## src/mem_params.svh

```systemverilog
`ifndef MEM_PARAMS_SVH
`define MEM_PARAMS_SVH

// Data cache geometry
`define DC_LINES        64
`define DC_LINE_BITS    128
`define DC_INDEX_BITS   6
`define DC_TAG_BITS     22

// I/O address map
`define IO_SEL_BIT      30     // Address bit that picks the I/O block
`define IO_REG_BITS     4

// PWM channel counters
`define PWM_BITS        16

`endif

```

## src/mem_pkg.sv

```systemverilog
`default_nettype none

`include "mem_params.svh"

package mem_pkg;

    // funct3 width codes, stores reuse B/H/W
    typedef enum logic [2:0] {
        LS_B  = 3'b000,
        LS_H  = 3'b001,
        LS_W  = 3'b010,
        LS_BU = 3'b100,
        LS_HU = 3'b101
    } ls_op_e;

    typedef struct packed {
        logic        read;
        logic        write;
        ls_op_e      op;
        logic [31:0] addr;      // Also carries the ALU result
        logic [31:0] wdata;
    } mem_req_t;

    typedef struct packed {
        logic        reg_write;
        logic [4:0]  rd;
        logic [31:0] data;
        logic        load;
    } wb_t;

    // One line transfer to or from main memory
    typedef struct packed {
        logic                      req;
        logic                      we;
        logic [31:0]               addr;   // Line aligned
        logic [`DC_LINE_BITS-1:0]  line;
    } line_xfer_t;

    typedef struct packed {
        logic [`DC_TAG_BITS-1:0]   tag;
        logic [`DC_INDEX_BITS-1:0] index;
        logic [1:0]                word;
        logic [1:0]                byte_off;
    } cache_addr_t;

    typedef struct packed {
        logic [31-`IO_REG_BITS-2:0] region;
        logic [`IO_REG_BITS-1:0]    reg_num;
        logic [1:0]                 byte_off;  // Word registers only
    } io_addr_t;

    // Same address word, seen by the cache or by the I/O block
    typedef union packed {
        cache_addr_t cache;
        io_addr_t    io;
    } mem_addr_u;

endpackage

`default_nettype wire

```

## src/pwm_io.sv

```systemverilog
`timescale 1ns/10ps
`default_nettype none

`include "mem_params.svh"

module pwm_io (
    input  wire logic              clk_i,
    input  wire logic              rst_i,
    input  wire logic              en_i,
    input  wire mem_pkg::mem_req_t req_i,
    output      logic [31:0]       rdata_o,
    output      logic              pwm0_o,
    output      logic              pwm1_o
);
    import mem_pkg::*;

    localparam int NCH = 2;

    logic [`PWM_BITS-1:0] period_q [NCH];
    logic [`PWM_BITS-1:0] duty_q   [NCH];
    logic [`PWM_BITS-1:0] cnt_q    [NCH];
    logic [NCH-1:0]       pwm_q;

    mem_addr_u              a;
    logic [`IO_REG_BITS-1:0] rnum;
    logic                   wr;

    assign a    = req_i.addr;
    assign rnum = a.io.reg_num;
    assign wr   = en_i & req_i.write;

    // Map: 0/1 period and duty of ch0, 2/3 of ch1, 4/5 counters
    always_ff @(posedge clk_i) begin
        if (!rst_i) begin
            for (int c = 0; c < NCH; c++) begin
                period_q[c] <= '0;
                duty_q[c]   <= '0;
            end
        end else if (wr) begin
            case (rnum)
                4'd0: period_q[0] <= req_i.wdata[`PWM_BITS-1:0];
                4'd1: duty_q[0]   <= req_i.wdata[`PWM_BITS-1:0];
                4'd2: period_q[1] <= req_i.wdata[`PWM_BITS-1:0];
                4'd3: duty_q[1]   <= req_i.wdata[`PWM_BITS-1:0];
                default: ;                 // Counters are read only
            endcase
        end
    end

    // Free running counters, wrap at period-1
    always_ff @(posedge clk_i) begin
        if (!rst_i) begin
            for (int c = 0; c < NCH; c++) begin
                cnt_q[c] <= '0;
            end
            pwm_q <= '0;
        end else begin
            for (int c = 0; c < NCH; c++) begin
                if (period_q[c] == '0 || cnt_q[c] >= period_q[c] - 1'b1) begin
                    cnt_q[c] <= '0;
                end else begin
                    cnt_q[c] <= cnt_q[c] + 1'b1;
                end
                pwm_q[c] <= (cnt_q[c] < duty_q[c]);
            end
        end
    end

    assign pwm0_o = pwm_q[0];
    assign pwm1_o = pwm_q[1];

    always_comb begin
        rdata_o = 32'd0;
        case (rnum)
            4'd0: rdata_o[`PWM_BITS-1:0] = period_q[0];
            4'd1: rdata_o[`PWM_BITS-1:0] = duty_q[0];
            4'd2: rdata_o[`PWM_BITS-1:0] = period_q[1];
            4'd3: rdata_o[`PWM_BITS-1:0] = duty_q[1];
            4'd4: rdata_o[`PWM_BITS-1:0] = cnt_q[0];    // Live count
            4'd5: rdata_o[`PWM_BITS-1:0] = cnt_q[1];
            default: ;
        endcase
    end

endmodule

`default_nettype wire

```

## config.mk

```make
export PLATFORM = sky130hd
export DESIGN_NAME = pwm_io
export DESIGN_NICKNAME = d
export VERILOG_FILES = /design/src/mem_pkg.sv /design/src/pwm_io.sv
export VERILOG_INCLUDE_DIRS = /design/src
export SDC_FILE = /design/constraint.sdc
export NUM_CORES = 1
export LEC_CHECK = 0
export ABC_AREA = 1
export BUFFER_PORTS_ARGS = -buffer_cell sky130_fd_sc_hd__buf_2
export CAP_MARGIN = 5
export CORE_MARGIN = 2
export CORE_UTILIZATION = 55
export CTS_CLUSTER_DIAMETER = 120
export DETAILED_ROUTE_END_ITERATION = 12
export PLACE_DENSITY = 0.79
export SLEW_MARGIN = 5
export SYNTH_ARGS = -nofsm -noshare
export SYNTH_HDL_FRONTEND = slang
export SYNTH_SLANG_ARGS = --single-unit
```

## constraint.sdc

```tcl
create_clock -name clk_i -period 7.4 [get_ports clk_i]
set_clock_uncertainty 0.15 [all_clocks]
set_input_delay 1.48 -clock clk_i [delete_from_list [all_inputs] [get_ports clk_i]]
set_output_delay 1.48 -clock clk_i [all_outputs]
set_load 0.005 [all_outputs]
```

==> run_results.csv, run 1 <==
group,metric,value,unit
worst_setup_path,timing.reg2reg.setup_slack,4370,ps
synthesis,ys_seq_area_share,42.3,%
pwr,powerDensity,179,nW/um^2
drt,routed_via_density,5.32,
clock_tree,htree_levels,3,
sta,slew_viol_final,0,
synthesis,ys.flop_type,"edfxtp_1",
finish,n_fill_cell,1063,
floorplan,dieHeight,116,um
sta,tns,0,ps
floorplan,start_util,56.8,%
worst_setup_path,reg2reg_depth,17,
worst_setup_path,timing.rr.end,"cnt_q[0][13]",
drt,drc_errors,0,
global_route,grt_max_degree,19,
floorplan,core_area,12200,sq um
finish,post_route_cells_drive_above_1_share,10.5,%
sta,final_hold_viol_count,0,
sta,worst_pin_slew,885,ps
finish,layout_commonest_cell,"inv_1",
placed_design,port_buffers,41,
synthesis,yosysWarnings,0,
worst_setup_path,endpoint_kind,"output pin",
synthesis,avgSynthCellArea,8.73,sq um
clock_tree,cts_setup_buffers,0,
global_route,antenna_found_initial,0,
sta,timing.fmax,190,MHz
status,outcome,"complete, no violations",
synthesis,synth_cell_type_count,36,
drt,drtIter0Drc,634,
floorplan,dieArea,13500,sq um
global_route,grt_pass1_wl,25600,um
global_route,first_global_vias,5126,
floorplan,ioPinCount,106,
placed_design,dp_hpwl,12800,um
placed_design,routabilityCongestion,0.903,
clock_tree,cts_resized,0,
worst_setup_path,crit_start,"req_i[36]",
worst_hold_path,worstHoldPathType,"register to register",
clock_tree,cts_made_buffers,9,
synthesis,ys_ff_latch,98,
global_route,grt_overflow,0,
worst_setup_path,crit_fanout,13,
clock_tree,clockBufferDepth,2,
pwr,leakagePower,3.49,nW
pwr,ir_drop,0.000113,V
synthesis,synth_area,6910,sq um
finish,most-common-layout-cells,"inv_1 (132), nor2_1 (129), nand2_1 (104)",
clock_tree,insertion_delay,360,ps
global_route,grt_util_all_layers,25.5,%
worst_setup_path,crit_type,"input port to output pin",
drt,finalWirelength,16400,um
finish,nets,1009,
sta,setup_violations,0,
floorplan,die_w,116,um
sta,min_period_over_period,71.1,%
worst_setup_path,r2r-start,"period_q[0][0]",
worst_setup_path,required,5770,ps
flow_run,maxCapViolations,0,
synthesis,syn_inst,792,
synthesis,synth_edf_count,96,
clock_tree,tritoncts,"done",
sta,hold_ws,469,ps
drt,routedWlPerCell,15.8,um
finish,seq_area,2920,sq um
finish,multi_input_area,3460,sq um
worst_setup_path,endpoint,"rdata_o[6]",
drt,ant_nets,0,
worst_setup_path,critPathLaunchType,"input port",
clock_tree,cts.clk_slew.worst_paths,70,ps
sta,rsz0062_at_grt,"no",
synthesis,synthArstFlopShare,0,%
clock_tree,cts_hold_buf,0,
worst_setup_path,crit_arrival,3630,ps
clock_tree,root_buffer,"clkbuf_16",
finish,antennaDiodeCount,0,
floorplan,row_count,40,
sta,slew-limit-headroom,40.8,%
sta,min_period,5260,ps
clock_tree,cts_sinks,98,
drt,drt-pass1-iter-count,5,
finish,syn2layout_area_growth,10.3,%
drt,vias,5545,
-- worst max-delay path, stage by stage --
cell,delay [ps]
buf_2,110
inv_1,40
nor2_1,660
nand2_1,620
o22ai_1,340
a211oi_1,60
o21ai_0,120
buf_2,170
-- cell type report --
type | instances | share of cell area [%]
clock buffer | 9 | 2.95
clock inverter | 7 | 0.787
inverter | 137 | 6.74
multi-input combinational | 578 | 45.4
sequential | 98 | 38.3
tap | 168 | 2.76
timing repair buffer | 45 | 3.08
-- registers in the layout, indices dropped and copies added, names as in the netlist --
signal,flops
duty_q,32
pwm_q,2
period_q,32
cnt_q,32
-- metal layers --
metal	up-vias	global-route usage [%]	share of wire, %
met3	38	3.37	6.8
met1	2511	34.7	43
met2	253	40.9	46
met5	-	0	0
li1	2743	-	-
met4	0	12.1	4.0
-- worst min path at each step --
stage	to	slack, ps	cells past startpoint	from
after global placement	cnt_q[1][0]	460	1	cnt_q[1][0]
final	cnt_q[1][0]	470	1	cnt_q[1][0]
after global routing	cnt_q[1][0]	500	1	cnt_q[1][0]
after CTS	cnt_q[1][0]	470	1	cnt_q[1][0]
after detailed placement	cnt_q[1][0]	460	1	cnt_q[1][0]
after floorplan	cnt_q[1][0]	430	1	cnt_q[1][0]
-- cells in the mapped netlist, drive strengths merged (15+ instances only) --
cell type,number,area [sq um]
o22ai,17,119
inv,137,514
nor2,138,556
o21ai,21,105
nand2,109,427
a21oi,34,170
buf,25,189
xor2,41,359
ha,68,851
nand3,37,220
nor3,15,80.1
edfxtp,96,2880
-- power breakdown --
part	total, W	internal [W]	switching [W]	leakage, nW
logic	0.000223	0.0000819	0.000141	2.40
registers	0.000680	0.000647	0.0000333	0.956
clock network	0.000462	0.000234	0.000228	0.137
-- per-stage QoR --
step / area [sq um] / instances / setup WS [ps] / power [W] / utilization [%]
finish: 7630 / 1042 / 2140 / 0.00137 / 62.7
detailed placement: 7340 / 1026 / 2230 / 0.000912 / 60.4
CTS: 7630 / 1042 / 2220 / 0.00136 / 62.7
global placement: 7340 / 1026 / 2270 / 0.000903 / 60.4
floorplan: 7090 / 838 / 3480 / 0.000848 / -
global route: 7630 / 1042 / 2020 / 0.00143 / 62.7
-- cell families (layout without fill, tap and decap cells) --
family / after synthesis / after routing / share of synthesized area, %
compound gates: 100 / 100 / 9.12
flops: 98 / 98 / 42.3
fa+ha+maj: 68 / 68 / 12.3
simple gates: 314 / 314 / 19.9
buf+inv: 162 / 198 / 10.2
other cells: 2 / 48 / 0.109
xor+xnor: 48 / 48 / 6.08
No activity file was read; power rests on OpenSTA's default activity.
==> run 2: changes to the inputs <==
==> constraint.sdc (replaced) <==
create_clock -name clk_i -period 5.3 [get_ports clk_i]
set_clock_uncertainty 0.15 [all_clocks]
set_input_delay 1.06 -clock clk_i [delete_from_list [all_inputs] [get_ports clk_i]]
set_output_delay 1.06 -clock clk_i [all_outputs]
set_load 0.005 [all_outputs]
==> run 2 against run 1 <==
- combinational power increased by 39%
- register-to-register slack worse by 2200 ps
- via count grew 0.41%
- setup slack got worse by 640 ps
- clock power is 34% higher
==> run_results.csv, run 2 (synthesis gave the netlist of run 1 again) <==
group,metric,value,unit
global_route,grt_overflow,0,
floorplan,core_area,12200,sq um
worst_setup_path,crit_fanout,10,
floorplan,ioPinCount,106,
floorplan,dieHeight,116,um
sta,slew_viol_final,0,
clock_tree,cts_hold_buf,0,
pwr,power_frac_comb,16.6,%
finish,multi_input_area,3460,sq um
placed_design,dp_hpwl,12900,um
flow_run,maxCapViolations,0,
floorplan,die_w,116,um
worst_setup_path,crit_arrival,2590,ps
pwr,p_int,0.00133,W
worst_setup_path,required,4090,ps
pwr,clkPwrFrac,33.0,%
finish,syn2layout_area_growth,10.2,%
worst_setup_path,cpPeakStageDelay,340,ps
clock_tree,htree_levels,3,
worst_setup_path,cp_slowest_cell,"nand3_2",
pwr,switching_power,0.000546,W
pwr,p_seq_share,50.5,%
sta,min_period,3800,ps
floorplan,row_count,40,
clock_tree,cts_sinks,98,
sta,worst_pin_slew,846,ps
drt,vias,5568,
pwr,swShare,29.0,%
clock_tree,tritoncts,"done",
sta,timing.fmax,263,MHz
global_route,grt_pass1_wl,25900,um
placed_design,placed_cells,1027,
clock_tree,cts_setup_buffers,0,
pwr,leakagePower,3.49,nW
sta,tns,0,ps
clock_tree,cts_made_buffers,9,
finish,reg.largest.list,"cnt_q x32, duty_q x32, period_q x32",
worst_setup_path,path_cells,"buf_2, nor2_4, nand3_2, inv_2, nand2_1, o221ai_1, nor2_1, o21ai_0, buf_2",
pwr,ir_drop,0.000149,V
finish,seq_area,2920,sq um
worst_setup_path,crit_type,"input port to output pin",
global_route,grt_max_degree,18,
placed_design,port_buffers,41,
finish,nets,1010,
sta,final_hold_viol_count,0,
floorplan,dieArea,13500,sq um
drt,drt-pass1-iter-count,5,
clock_tree,cts.clk_slew.worst_paths,70,ps
sta,rsz0062_at_grt,"no",
placed_design,routabilityCongestion,0.905,
clock_tree,clockBufferDepth,2,
sta,setup_violations,0,
worst_setup_path,endpoint_kind,"output pin",
drt,routedWlPerCell,15.6,um
worst_setup_path,critPathLaunchType,"input port",
drt,routed_via_density,5.34,
finish,layout.cells.non_filler,1043,
clock_tree,root_buffer,"clkbuf_16",
worst_setup_path,cp_common_cell,"buf_2",
finish,n_fill_cell,1075,
pwr,powerDensity,247,nW/um^2
global_route,antenna_found_initial,0,
clock_tree,cts_resized,0,
status,outcome,"complete, no violations",
finish,layout_commonest_cell,"inv_1",
finish,most-common-layout-cells,"inv_1 (132), nor2_1 (129), nand2_1 (104)",
drt,finalWirelength,16300,um
sta,min_period_over_period,71.6,%
finish,post_route_cells_drive_above_1_share,10.3,%
drt,ant_nets,0,
floorplan,start_util,56.8,%
finish,antennaDiodeCount,0,
sta,slew-limit-headroom,43.5,%
drt,drc_errors,0,
global_route,grt_util_all_layers,25.5,%
worst_hold_path,worstHoldPathType,"register to register",
clock_tree,insertion_delay,350,ps
drt,drtIter0Drc,439,
global_route,first_global_vias,5256,
## run 2: path summary, 6_finish.rpt
kind / cells past startpoint / end / startpoint / slack [ps]
max: 9 / rdata_o[0] / req_i[37] / 1500
min: 1 / cnt_q[1][0] / cnt_q[1][0] / 470
max reg2reg: 14 / cnt_q[0][11] / period_q[0][6] / 2200
min reg2reg: 1 / cnt_q[1][0] / cnt_q[1][0] / 470
## run 2: power groups by stage
stage               sequential [W]  combinational (W)  clock, W
floorplan                 0.000952           0.000232         0
global placement          0.000965           0.000297         0
detailed placement        0.000967           0.000307         0
CTS                       0.000950           0.000310  0.000619
global route              0.000956           0.000360  0.000647
finish                    0.000950           0.000311  0.000620
## run 2: layer usage
layer	vias to the layer above	global-route usage, %	wire, um	share of wire (%)
met4	0	10.0	480	2.9
met5	-	0	0	0
met2	252	42.2	7530	46
met3	37	3.27	1360	8.3
met1	2537	34.3	6930	42
li1	2742	-	-	-
## run 2: area by class of cell
| type | count | area share, % |
|---|---|---|
| multi-input cells | 578 | 45.4 |
| flip-flops and latches | 98 | 38.4 |
| inverters | 137 | 6.75 |
| repair buffers | 46 | 3.19 |
| clock buffers | 9 | 2.96 |
| well taps | 168 | 2.76 |
| clock inverters | 7 | 0.591 |
## run 2: critical path: cells and delay by family
kind | cells | cell delay [ps]
buf+inv | 3 | 540
simple gates | 4 | 790
compound gates | 2 | 190
## run 2: per-stage QoR
step                total power [W]  hold slack, ps  worst slack, ps  instance area [sq um]  utilization, %
finish                      0.00188             468             1500                   7620            62.7
detailed placement          0.00127             463             1570                   7350            60.4
CTS                         0.00188             473             1570                   7620            62.7
floorplan                   0.00118             434             2000                   7090               -
global placement            0.00126             457             1570                   7350            60.4
global route                0.00196             500             1360                   7620            62.7
