--- src/mem_params.svh ---
`ifndef MEM_PARAMS_SVH
`define MEM_PARAMS_SVH

// Data cache geometry
`define DC_LINES        64
`define DC_LINE_BITS    128
`define DC_INDEX_BITS   6
`define DC_TAG_BITS     22

// I/O address map
`define IO_SEL_BIT      30     // Address bit that picks the I/O block
`define IO_REG_BITS     4

// PWM channel counters
`define PWM_BITS        16

`endif

--- src/mem_pkg.sv ---
`default_nettype none

`include "mem_params.svh"

package mem_pkg;

    // funct3 width codes, stores reuse B/H/W
    typedef enum logic [2:0] {
        LS_B  = 3'b000,
        LS_H  = 3'b001,
        LS_W  = 3'b010,
        LS_BU = 3'b100,
        LS_HU = 3'b101
    } ls_op_e;

    typedef struct packed {
        logic        read;
        logic        write;
        ls_op_e      op;
        logic [31:0] addr;      // Also carries the ALU result
        logic [31:0] wdata;
    } mem_req_t;

    typedef struct packed {
        logic        reg_write;
        logic [4:0]  rd;
        logic [31:0] data;
        logic        load;
    } wb_t;

    // One line transfer to or from main memory
    typedef struct packed {
        logic                      req;
        logic                      we;
        logic [31:0]               addr;   // Line aligned
        logic [`DC_LINE_BITS-1:0]  line;
    } line_xfer_t;

    typedef struct packed {
        logic [`DC_TAG_BITS-1:0]   tag;
        logic [`DC_INDEX_BITS-1:0] index;
        logic [1:0]                word;
        logic [1:0]                byte_off;
    } cache_addr_t;

    typedef struct packed {
        logic [31-`IO_REG_BITS-2:0] region;
        logic [`IO_REG_BITS-1:0]    reg_num;
        logic [1:0]                 byte_off;  // Word registers only
    } io_addr_t;

    // Same address word, seen by the cache or by the I/O block
    typedef union packed {
        cache_addr_t cache;
        io_addr_t    io;
    } mem_addr_u;

endpackage

`default_nettype wire

--- src/mem_stage_ctrl.sv ---
`timescale 1ns/10ps
`default_nettype none

`include "mem_params.svh"

module mem_stage_ctrl (
    input  wire logic              clk_i,
    input  wire logic              rst_i,
    input  wire mem_pkg::mem_req_t req_i,
    input  wire logic              reg_write_i,
    input  wire logic [4:0]        rd_i,
    output      logic              cache_en_o,
    output      logic              io_en_o,
    input  wire logic              cache_hit_i,
    input  wire logic              cache_busy_i,
    input  wire logic [31:0]       cache_rdata_i,
    input  wire logic [31:0]       io_rdata_i,
    output      logic              stall_o,
    output      mem_pkg::wb_t      wb_o
);
    import mem_pkg::*;

    logic        is_io;
    logic        mem_access;
    logic [31:0] data_sel;

    logic        reg_write_q;
    logic [4:0]  rd_q;
    logic [31:0] data_q;
    logic        load_q;

    // Address steering
    assign is_io      = req_i.addr[`IO_SEL_BIT];
    assign mem_access = req_i.read | req_i.write;
    assign cache_en_o = mem_access & ~is_io;
    assign io_en_o    = mem_access & is_io;

    // Only the cache can hold the pipe
    assign stall_o = cache_en_o & cache_busy_i;

    always_comb begin
        if (req_i.read && io_en_o) begin
            data_sel = io_rdata_i;
        end else if (req_i.read && cache_en_o && cache_hit_i) begin
            data_sel = cache_rdata_i;
        end else if (req_i.write) begin
            data_sel = req_i.wdata;         // Store data rides along
        end else begin
            data_sel = req_i.addr;          // ALU result
        end
    end

    always_ff @(posedge clk_i) begin
        if (!rst_i) begin
            reg_write_q <= 1'b0;
        end else if (stall_o) begin
            reg_write_q <= 1'b0;            // Bubble into write-back
        end else begin
            reg_write_q <= reg_write_i;
        end
    end

    // Payload holds through a stall
    always_ff @(posedge clk_i) begin
        if (!stall_o) begin
            rd_q   <= rd_i;
            data_q <= data_sel;
            load_q <= req_i.read;
        end
    end

    always_comb begin
        wb_o.reg_write = reg_write_q;
        wb_o.rd        = rd_q;
        wb_o.data      = data_q;
        wb_o.load      = load_q;
    end

endmodule

`default_nettype wire

--- config.mk ---
export PLATFORM = sky130hd
export DESIGN_NAME = mem_stage_ctrl
export DESIGN_NICKNAME = d
export VERILOG_FILES = /design/src/mem_pkg.sv /design/src/mem_stage_ctrl.sv
export VERILOG_INCLUDE_DIRS = /design/src
export SDC_FILE = /design/constraint.sdc
export NUM_CORES = 1
export LEC_CHECK = 0
export ABC_AREA = 0
export BUFFER_PORTS_ARGS = -buffer_cell sky130_fd_sc_hd__buf_4
export CORE_ASPECT_RATIO = 1.4
export CORE_UTILIZATION = 30
export DETAILED_ROUTE_END_ITERATION = 8
export GPL_TIMING_DRIVEN = 0
export PLACE_DENSITY = 0.71
export SLEW_MARGIN = 20
export SYNTH_ARGS = -nofsm -noshare
export SYNTH_HDL_FRONTEND = slang
export SYNTH_SLANG_ARGS = --single-unit
--- constraint.sdc ---
create_clock -name clk_i -period 4.5 [get_ports clk_i]
set_clock_uncertainty 0.15 [all_clocks]
set_input_delay 0.9 -clock clk_i [delete_from_list [all_inputs] [get_ports clk_i]]
set_output_delay 0.9 -clock clk_i [all_outputs]
set_load 0.005 [all_outputs]
==> flow_summary.toml, run 1 <==
[setup_path]
required_ps = 3450
critical_path.max_fanout = 18
timing.critical_path.from_type = "input pin"
setup.worst_path.end_class = "output pin"
timing.critical_path.from = "req_i[67]"
setup.worst_path.class = "in -> out"
data_arrival_time_of_the_critical_path_ps = 1910
critical_path.endpoint = "stall_o"

[floorplan]
fp.dieArea_um2 = 7370
die_width_um = 72.8
die_h_um = 101
pin_count = 185
initial_utilization_pct = 31.4
rows = 35
design.core.area_um2 = 6700

[yosys]
synth_compound_area_share_pct = 22.0
synth.top_cells.by_count = "38 x sky130_fd_sc_hd__edfxtp_1, 32 x sky130_fd_sc_hd__a21oi_1, 32 x sky130_fd_sc_hd__mux2i_1"
synth_warnings = 0
synth_top_cells_by_area = "sky130_fd_sc_hd__edfxtp_1 54%, sky130_fd_sc_hd__mux2i_1 15%, sky130_fd_sc_hd__o32ai_1 13%"
synth_area_per_cell_um2 = 12.8
top_count_cell_post_synth = "sky130_fd_sc_hd__edfxtp_1"
post_synth_xor_area_fraction_pct = 0
synth.mux.area_fraction_pct = 15.2
synth_edf_count = 38
post_synth_instance_area_um2 = 2110
synth.distinct_cells = 20
yosys_most_used_dff = "sky130_fd_sc_hd__edfxtp_1"
ys_seq_elements = 39
synthArstFlopShare_pct = 0
synthesis.nets = 307
post_synth_inst_count = 164
dominant_combinational_cell_family_by_area_after_synthesis = "compound AO/OA/AOI/OAI gates"
synth_adder_area_share_pct = 0
yosys.area.top_type_share_pct = 54.2
synth.largest_area_cell = "sky130_fd_sc_hd__edfxtp_1"
synth_simple_gate_area_share_pct = 1.54
yosysSeqAreaShare_pct = 55.1

[routing]
wire_per_inst_um = 16.2
post-route-drc-count = 0
drt.antenna.violating_nets = 0
drt-initial-drc-count = 83
vias_per_cell = 5.02
first_pass_detailed_route_iteration_total = 6
postRouteWirelength_mm = 7.18
num_vias = 2231

[sta]
fmaxAchievable_mhz = 338
min_period_over_period_pct = 65.8
worstMarginPinSlew_ps = 507
rsz0062_at_grt = "false"
final.min_clock_period_ps = 2960
setup_viol_count_final = 0
layout_setup_ws_ps = 1540
report.final.slew_viol_count = 0
finalHoldViolations = 0
timing.slew.headroom_pct = 66.1
fin_setup_tns_ps = 0

[finish]
antennaDiodeCount = 0
seqCellArea_um2 = 1160
fin_util_pct = 55.4
drive_above_1_share_pct = 59.1
filler_cell_count = 612
total_area_of_multi_input_combinational_cells_um2 = 818
net_count_final = 494
areaGrowthSynthToFinish_pct = 76.0

[cts]
htreeDepth = 2
post-cts-setup-buffers = 0
cts_made_buffers = 5
hold_buf_cts = 0
cts_sinks = 39
clock_tree.buffer_depth = 2
clkTransAtPathRegs_ps = 80
cts_tree = "yes"
cts-root-buf = "sky130_fd_sc_hd__clkbuf_8"
post_cts_resize_count = 0

[grt]
grt_remaining_overflow = 0
gr-usage-met1_pct = 19.8
first_global_vias = 2211
grt_use_met3_pct = 4.08
grt.met2_usage_pct = 36.2
global_route.peak_usage_layer = "met2"
grt_pass1_wl_mm = 10.4
global_route.usage.total_pct = 18.7
largest_net_degree_at_the_start_of_global_routing = 24
initial_antenna_violation_count = 0

[run]
max_cap_viol_count = 0

[place]
numPortBuffers = 179
place_congestion = 0.743
place_worst_setup_slack_ps = 1510
hpwl_after_detailed_placement_mm = 5.61

[power]
p_int_uw = 792
power_density_over_cell_area_nw_per_um2 = 280
power.leakage_uw = 0.00170
power_switching_share_pct = 23.8
vdd_ir_drop_max_v = 0.000133
power.sequential.fraction_pct = 44.9
net-switching-power_uw = 247
clock_power_share_pct = 28.4
combPwrFrac_pct = 26.8

[worst_hold_path]
min_path_cells = 1
worstHoldPathType = "in -> reg"

[outcome]
status = "finished clean"
[critical path, cell delays in order]
cell and delay, ps:
sky130_fd_sc_hd__buf_4 150, sky130_fd_sc_hd__o21ba_2 230, sky130_fd_sc_hd__nand2_2 390, sky130_fd_sc_hd__inv_1 80, sky130_fd_sc_hd__buf_4 150
[layout make-up]
cell class              count  share of cell area, %
clock inverters             3                   1.18
multi-input cells         105                   22.1
flip-flops and latches     39                   31.3
repair buffers            180                   37.0
well taps                  92                   3.10
inverters                   1                  0.101
clock buffers               5                   1.86
plain buffers              19                   3.41
[per-stage QoR]
stage | hold WS, ps | cells | cell area, µm² | power [µW]
6_report | 637 | 444 | 3710 | 1040
2_1_floorplan | 849 | 164 | 2110 | 561
3_3_place_gp | 929 | 435 | 3570 | 746
4_1_cts | 621 | 444 | 3710 | 1050
3_5_place_dp | 930 | 436 | 3600 | 755
5_1_grt | 611 | 444 | 3710 | 1090
[worst min path at each step]
stage | start | endpoint | slack, ps
2_1_floorplan | req_i[68] | load_q | 850
3_3_place_gp | rd_i[0] | rd_q[0] | 930
3_5_place_dp | rd_i[1] | rd_q[1] | 930
4_1_cts | rd_i[1] | rd_q[1] | 620
5_1_grt | rd_i[1] | rd_q[1] | 610
6_report | rd_i[1] | rd_q[1] | 640
[registers in the layout, indices dropped and copies added (netlist names)]
register     flops
load_q           1
rd_q             5
reg_write_q      1
data_q          32
[metal layers]
layer	vias up	routed length (µm)
li1	1054	-
met1	1065	2600
met2	106	4060
met3	6	454
met4	0	63
met5	-	0
[cells in the final DEF (no fill, tap or decap)]
cell                        synthesis  layout
sky130_fd_sc_hd__buf_6              3       3
sky130_fd_sc_hd__o21a_1             1       1
sky130_fd_sc_hd__buf_16             0       1
sky130_fd_sc_hd__inv_1              1       1
sky130_fd_sc_hd__bufinv_16          0       1
sky130_fd_sc_hd__mux2i_1           32      32
sky130_fd_sc_hd__clkbuf_1           1       1
sky130_fd_sc_hd__nand2b_1           1       1
sky130_fd_sc_hd__nand2_1            2       1
sky130_fd_sc_hd__clkbuf_4           2       2
sky130_fd_sc_hd__a21oi_1           32      32
sky130_fd_sc_hd__buf_1              1       1
sky130_fd_sc_hd__o21ba_2            1       1
sky130_fd_sc_hd__clkinv_2           0       1
sky130_fd_sc_hd__a311oi_1           1       1
sky130_fd_sc_hd__clkinv_4           0       1
sky130_fd_sc_hd__o32ai_1           31      31
sky130_fd_sc_hd__nand2_2            1       2
sky130_fd_sc_hd__o21ai_1            1       1
sky130_fd_sc_hd__buf_4              4     183
sky130_fd_sc_hd__and3_1             2       2
sky130_fd_sc_hd__edfxtp_1          38      38
sky130_fd_sc_hd__clkbuf_8           0       5
sky130_fd_sc_hd__dfxtp_1            1       1
sky130_fd_sc_hd__buf_2              8       8
[kinds of logic after synthesis]
kind of cell	after synthesis
AO/OA/AOI/OAI	67
multiplexers	32
buffers and inverters	20
flip-flops	39
AND/OR/NAND/NOR	6
[power groups by stage]
stage	registers (µW)	clock network, µW	logic (µW)
2_1_floorplan	480	0	80.7
6_report	466	295	278
3_5_place_dp	475	0	280
5_1_grt	470	321	299
3_3_place_gp	473	0	273
4_1_cts	467	303	280
Note: power is estimated with default switching activity, not from simulation.
==> run 2, diff against run 1 <==
--- a/config.mk
+++ b/config.mk
@@ -6,13 +6,13 @@
 export SDC_FILE = /design/constraint.sdc
 export NUM_CORES = 1
 export LEC_CHECK = 0
-export ABC_AREA = 0
+export ABC_AREA = 1
 export BUFFER_PORTS_ARGS = -buffer_cell sky130_fd_sc_hd__buf_4
 export CORE_ASPECT_RATIO = 1.4
 export CORE_UTILIZATION = 30
 export DETAILED_ROUTE_END_ITERATION = 8
 export GPL_TIMING_DRIVEN = 0
-export PLACE_DENSITY = 0.71
+export PLACE_DENSITY = 0.66
 export SLEW_MARGIN = 20
 export SYNTH_ARGS = -nofsm -noshare
 export SYNTH_HDL_FRONTEND = slang
==> constraint.sdc (replaced) <==
create_clock -name clk_i -period 3.05 [get_ports clk_i]
set_clock_uncertainty 0.15 [all_clocks]
set_input_delay 0.61 -clock clk_i [delete_from_list [all_inputs] [get_ports clk_i]]
set_output_delay 0.61 -clock clk_i [all_outputs]
set_load 0.005 [all_outputs]
==> flow_summary.toml, run 2 <==
[outcome]
status = "finished clean"

[place]
numPortBuffers = 179
dp.cells = 702
place_congestion = 0.878
placed_cell_area_um2 = 4270
hpwl_after_detailed_placement_mm = 7.24

[finish]
layoutNonFillerInstCount = 710
layout_common_cells = "210 x sky130_fd_sc_hd__nand2_1, 183 x sky130_fd_sc_hd__buf_4, 70 x sky130_fd_sc_hd__inv_1, 38 x sky130_fd_sc_hd__edfxtp_1, 32 x sky130_fd_sc_hd__nand4_1"
net_count_final = 745
biggestRegsByFlops = "data_q (32), rd_q (5)"
filler_cell_count = 884
areaGrowthSynthToFinish_pct = 61.1
antennaDiodeCount = 0
layout.cells.most_common = "sky130_fd_sc_hd__nand2_1"
final_cell_area_um2 = 4460
largest_register_ffs = 32
registers.top_by_ff_count = "data_q"
drive_above_1_share_pct = 36.7

[setup_path]
crit_path_max_incr_delay_ps = 260
crit_path_frequent_cell = "sky130_fd_sc_hd__buf_4"
cp_num_buf_inv = 5
worst_path_depth = 8
required_ps = 2290
critical_path.max_fanout = 31
data_arrival_time_of_the_critical_path_ps = 1830
slowest_stage_cell_cp = "sky130_fd_sc_hd__buf_12"
setup.worst_path.end_class = "output pin"
setup.worst_path.class = "in -> out"
timing.critical_path.from_type = "input pin"
cp_top_family = "buffers and inverters"
critical_path.cell_chain = "buf_4 -> buf_4 -> nor2_1 -> nor2_1 -> nand2_2 -> buf_12 -> inv_1 -> buf_4"

[floorplan]
pin_count = 185
rows = 41
initial_utilization_pct = 30.8
design.core.area_um2 = 8980
die_h_um = 116
fp.dieArea_um2 = 9610
die_width_um = 83.2

[routing]
drt.antenna.violating_nets = 0
vias_per_cell = 4.56
uppermost_routed_layer = "met4"
postRouteWirelength_mm = 9.25
first_pass_detailed_route_iteration_total = 4
dr_wl_met2_mm = 4.72
wl_on_met1_mm = 3.71
post-route-drc-count = 0
num_vias = 3239
met3_wirelength_um = 560
wire_per_inst_um = 13.0
drt-initial-drc-count = 165

[sta]
report.final.slew_viol_count = 0
hold-worst-slack_ps = 346
timing.slew.headroom_pct = 66.6
final.min_clock_period_ps = 2590
min_period_over_period_pct = 85.1
fmaxAchievable_mhz = 385
setup_viol_count_final = 0
worstMarginPinSlew_ps = 501
rsz0062_at_grt = "false"
finalHoldViolations = 0

[cts]
cts_sinks = 39
clkTransAtPathRegs_ps = 60
htreeDepth = 2
cts_made_buffers = 5
cts-root-buf = "sky130_fd_sc_hd__clkbuf_16"
cts_tree = "yes"
post_cts_resize_count = 0
clock_tree.buffer_depth = 2
hold_buf_cts = 0
post-cts-setup-buffers = 0

[grt]
grt_remaining_overflow = 0
first_global_vias = 3053
global_route.usage.total_pct = 19.0
initial_antenna_violation_count = 0
grt_pass1_wl_mm = 14.3
largest_net_degree_at_the_start_of_global_routing = 32

[yosys]
synth_top_cells_by_area = "sky130_fd_sc_hd__edfxtp_1 41%, sky130_fd_sc_hd__nand2_1 29%, sky130_fd_sc_hd__inv_1 9.5%"
dominant_combinational_cell_family_by_area_after_synthesis = "simple AND/OR/NAND/NOR gates"
synth_edf_count = 38
post_synth_inst_count = 415
synth.top_cells.by_count = "211 x sky130_fd_sc_hd__nand2_1, 70 x sky130_fd_sc_hd__inv_1, 38 x sky130_fd_sc_hd__edfxtp_1"
top_count_cell_post_synth = "sky130_fd_sc_hd__nand2_1"
synth_warnings = 0
post_synth_instance_area_um2 = 2770
synth_compound_area_share_pct = 0
synth_area_per_cell_um2 = 6.67
synthesis.nets = 558
synth_simple_gate_area_share_pct = 41.8
yosys.area.top_type_share_pct = 41.2
ys_seq_elements = 39
yosysSeqAreaShare_pct = 42.0
synth.distinct_cells = 15
post_synth_xor_area_fraction_pct = 0
synthArstFlopShare_pct = 0
synth.largest_area_cell = "sky130_fd_sc_hd__edfxtp_1"
synth.mux.area_fraction_pct = 0
synth_adder_area_share_pct = 0
yosys_most_used_dff = "sky130_fd_sc_hd__edfxtp_1"

[power]
power.leakage_uw = 0.00260
total_power_uw = 1860
vdd_ir_drop_max_v = 0.000307
power_density_over_cell_area_nw_per_um2 = 418

[worst_hold_path]
worstHoldPathType = "in -> reg"
min_path_cells = 1

[run]
max_cap_viol_count = 0
==> run 2: cell count changes in the layout (fill, tap and decap cells not counted), sizes merged, moves of 2 or more <==
cell / change
a21oi: -32
and3: -2
buf: +10
clkinv: -2
inv: +73
mux2i: -32
nand2: +209
nand3: +26
nand4: +32
nor2: +3
o32ai: -31
==> run 2: metal layers <==
metal	track usage [%]	vias to the layer above
li1	-	1650
met3	3.42	18
met5	0	-
met2	34.6	145
met4	8.97	0
met1	21.4	1426
==> run 2: area by class of cell <==
class	count	area, µm²	area share, %
Tap cell	107	134	3.00
Multi-Input combinational cell	273	1160	26.0
Clock buffer	6	129	2.89
Clock inverter	2	60.1	1.35
Inverter	74	278	6.23
Timing Repair Buffer	180	1360	30.6
Buffer	29	170	3.82
Sequential cell	39	1160	26.1
==> run 2: worst paths after layout <==
check	end	slack, ps	start
worst max-delay path	stall_o	460	req_i[68]
worst min-delay path	rd_q[0]	350	rd_i[0]
==> run 2: power by group <==
part / internal (µW) / switching, µW / total [µW]
logic: 269 / 213 / 482
registers: 674 / 20.1 / 694
clock network: 469 / 218 / 688
==> run 2: cells by family after synthesis <==
kind of cell / count (synthesis)
buffers and inverters: 103
AND/OR/NAND/NOR: 273
flip-flops: 39
==> run 2: stage by stage <==
step,worst slack (ps),setup TNS [ps],utilization [%]
detailed placement,439,0,47.5
finish,456,0,49.6
global placement,-393,-393,47.3
CTS,429,0,49.6
floorplan,339,0,-
global route,353,0,49.6
==> run 3, diff against run 2 <==
--- a/config.mk
+++ b/config.mk
@@ -11,8 +11,10 @@
 export CORE_ASPECT_RATIO = 1.4
 export CORE_UTILIZATION = 30
 export DETAILED_ROUTE_END_ITERATION = 8
+export GPL_ROUTABILITY_DRIVEN = 0
 export GPL_TIMING_DRIVEN = 0
 export PLACE_DENSITY = 0.66
+export SETUP_SLACK_MARGIN = 0.5
 export SLEW_MARGIN = 20
 export SYNTH_ARGS = -nofsm -noshare
 export SYNTH_HDL_FRONTEND = slang
==> flow_summary.toml, run 3 (synthesized netlist as in run 2, its figures left out) <==
[finish]
filler_cell_count = 933
final_cell_area_um2 = 4470
registers.top_by_ff_count = "data_q"
layout_common_cells = "210 x sky130_fd_sc_hd__nand2_1, 183 x sky130_fd_sc_hd__buf_4, 70 x sky130_fd_sc_hd__inv_1, 38 x sky130_fd_sc_hd__edfxtp_1, 32 x sky130_fd_sc_hd__nand4_1"
biggestRegsByFlops = "data_q (32), rd_q (5)"
total_area_of_multi_input_combinational_cells_um2 = 1190
drive_above_1_share_pct = 37.0
layout.cells.most_common = "sky130_fd_sc_hd__nand2_1"
areaGrowthSynthToFinish_pct = 61.6
antennaDiodeCount = 0
seqCellArea_um2 = 1160
largest_register_ffs = 32
net_count_final = 745

[worst_hold_path]
worstHoldPathType = "in -> reg"
holdCritStartpoint = "rd_i[3]"

[cts]
cts-root-buf = "sky130_fd_sc_hd__clkbuf_16"
htreeDepth = 2
cts_sinks = 39
clkTransAtPathRegs_ps = 60
cts_tree = "yes"
clock_tree.buffer_depth = 2
cts_made_buffers = 5

[routing]
drt-initial-drc-count = 140
wire_per_inst_um = 13.4
postRouteWirelength_mm = 9.48
drt.antenna.violating_nets = 0
num_vias = 3258
vias_per_cell = 4.59
first_pass_detailed_route_iteration_total = 4
post-route-drc-count = 0

[sta]
finalHoldViolations = 0
min_period_over_period_pct = 78.7
fmaxAchievable_mhz = 417
timing.slew.headroom_pct = 65.1
final.min_clock_period_ps = 2400
rsz0062_at_grt = "false"
layout_setup_ws_ps = 649
fin_setup_tns_ps = 0
report.final.slew_viol_count = 0
worstMarginPinSlew_ps = 524
setup_viol_count_final = 0

[floorplan]
die_h_um = 116
initial_utilization_pct = 30.8
die_width_um = 83.2
rows = 41
pin_count = 185
fp.dieArea_um2 = 9610
design.core.area_um2 = 8980

[power]
power_switching_share_pct = 24.3
net-switching-power_uw = 453
p_int_uw = 1410
total_power_uw = 1860
clock_power_share_pct = 36.7
vdd_ir_drop_max_v = 0.000319
power.leakage_uw = 0.00260
combPwrFrac_pct = 26.1
power.sequential.fraction_pct = 37.2
power_density_over_cell_area_nw_per_um2 = 417

[place]
placed_cell_area_um2 = 4250
numPortBuffers = 179
hpwl_after_detailed_placement_mm = 7.29
place_worst_setup_slack_ps = 103

[setup_path]
slowest_stage_cell_cp = "sky130_fd_sc_hd__nor2_1"
timing.critical_path.from = "req_i[68]"
critical_path.endpoint = "stall_o"
required_ps = 2290
crit_path_frequent_cell = "sky130_fd_sc_hd__buf_4"
timing.critical_path.from_type = "input pin"
critical_path.max_fanout = 20
setup.worst_path.class = "in -> out"
crit_path_max_incr_delay_ps = 230
setup.worst_path.end_class = "output pin"
data_arrival_time_of_the_critical_path_ps = 1640
critical_path.cell_chain = "buf_4 -> buf_4 -> nor2_1 -> nor2_4 -> nand2_8 -> inv_1 -> buf_4"

[grt]
first_global_vias = 3060
initial_antenna_violation_count = 0
global_route.usage.total_pct = 18.8
grt_pass1_wl_mm = 14.4
grt_remaining_overflow = 0
largest_net_degree_at_the_start_of_global_routing = 41

[run]
max_cap_viol_count = 0

[outcome]
status = "finished clean"
==> run 3: through the flow <==
stage               utilization, %  instances  hold slack, ps
floorplan                        -        415             559
global placement              47.3        701             640
detailed placement            47.3        701             641
CTS                           49.6        709             342
global route                  49.8        710             341
finish                        49.8        710             349
==> run 3: power by group through the flow <==
| stage | combinational [µW] | clock, µW | sequential [µW] |
|---|---|---|---|
| 6_report | 487 | 684 | 693 |
| 3_3_place_gp | 476 | 0 | 704 |
| 2_1_floorplan | 176 | 0 | 714 |
| 4_1_cts | 486 | 699 | 695 |
| 3_5_place_dp | 481 | 0 | 706 |
| 5_1_grt | 536 | 717 | 701 |
==> run 3: worst min-delay path by stage <==
stage / endpoint / cells after the start
after detailed placement: rd_q[1] / 1
after global routing: rd_q[0] / 1
final: rd_q[3] / 1
after floorplan: load_q / 0
after CTS: rd_q[0] / 1
after global placement: rd_q[1] / 1
==> run 3: what timing repair did <==
item,CTS,global route
hold buffers,0,0
hold endpoints to repair,0,0
endpoints found under the setup margin,1,1
cloned,0,1
pin swaps,0,1
resized for setup,3,1
setup buffers,0,0
==> run 3: area by class of cell <==
cell class                 count  area share, %
multi-input combinational    274           26.7
clock inverter                 3           1.51
tap                          107           2.99
sequential                    39           26.0
timing repair buffer         179           30.1
inverter                      74           6.21
buffer                        29           3.81
clock buffer                   5           2.80
==> run 3: routing by layer <==
metal	up-vias	part of all wire (%)	track usage (%)
met2	153	51	35.3
met4	0	2.1	6.90
met5	-	0	0
met1	1442	39	21.4
li1	1649	-	-
met3	14	8.1	3.28
==> run 3: critical path: cells and delay by family <==
kind | cells | cell delay [ps]
and+or+nand+nor | 3 | 520
buffers and inverters | 4 | 490
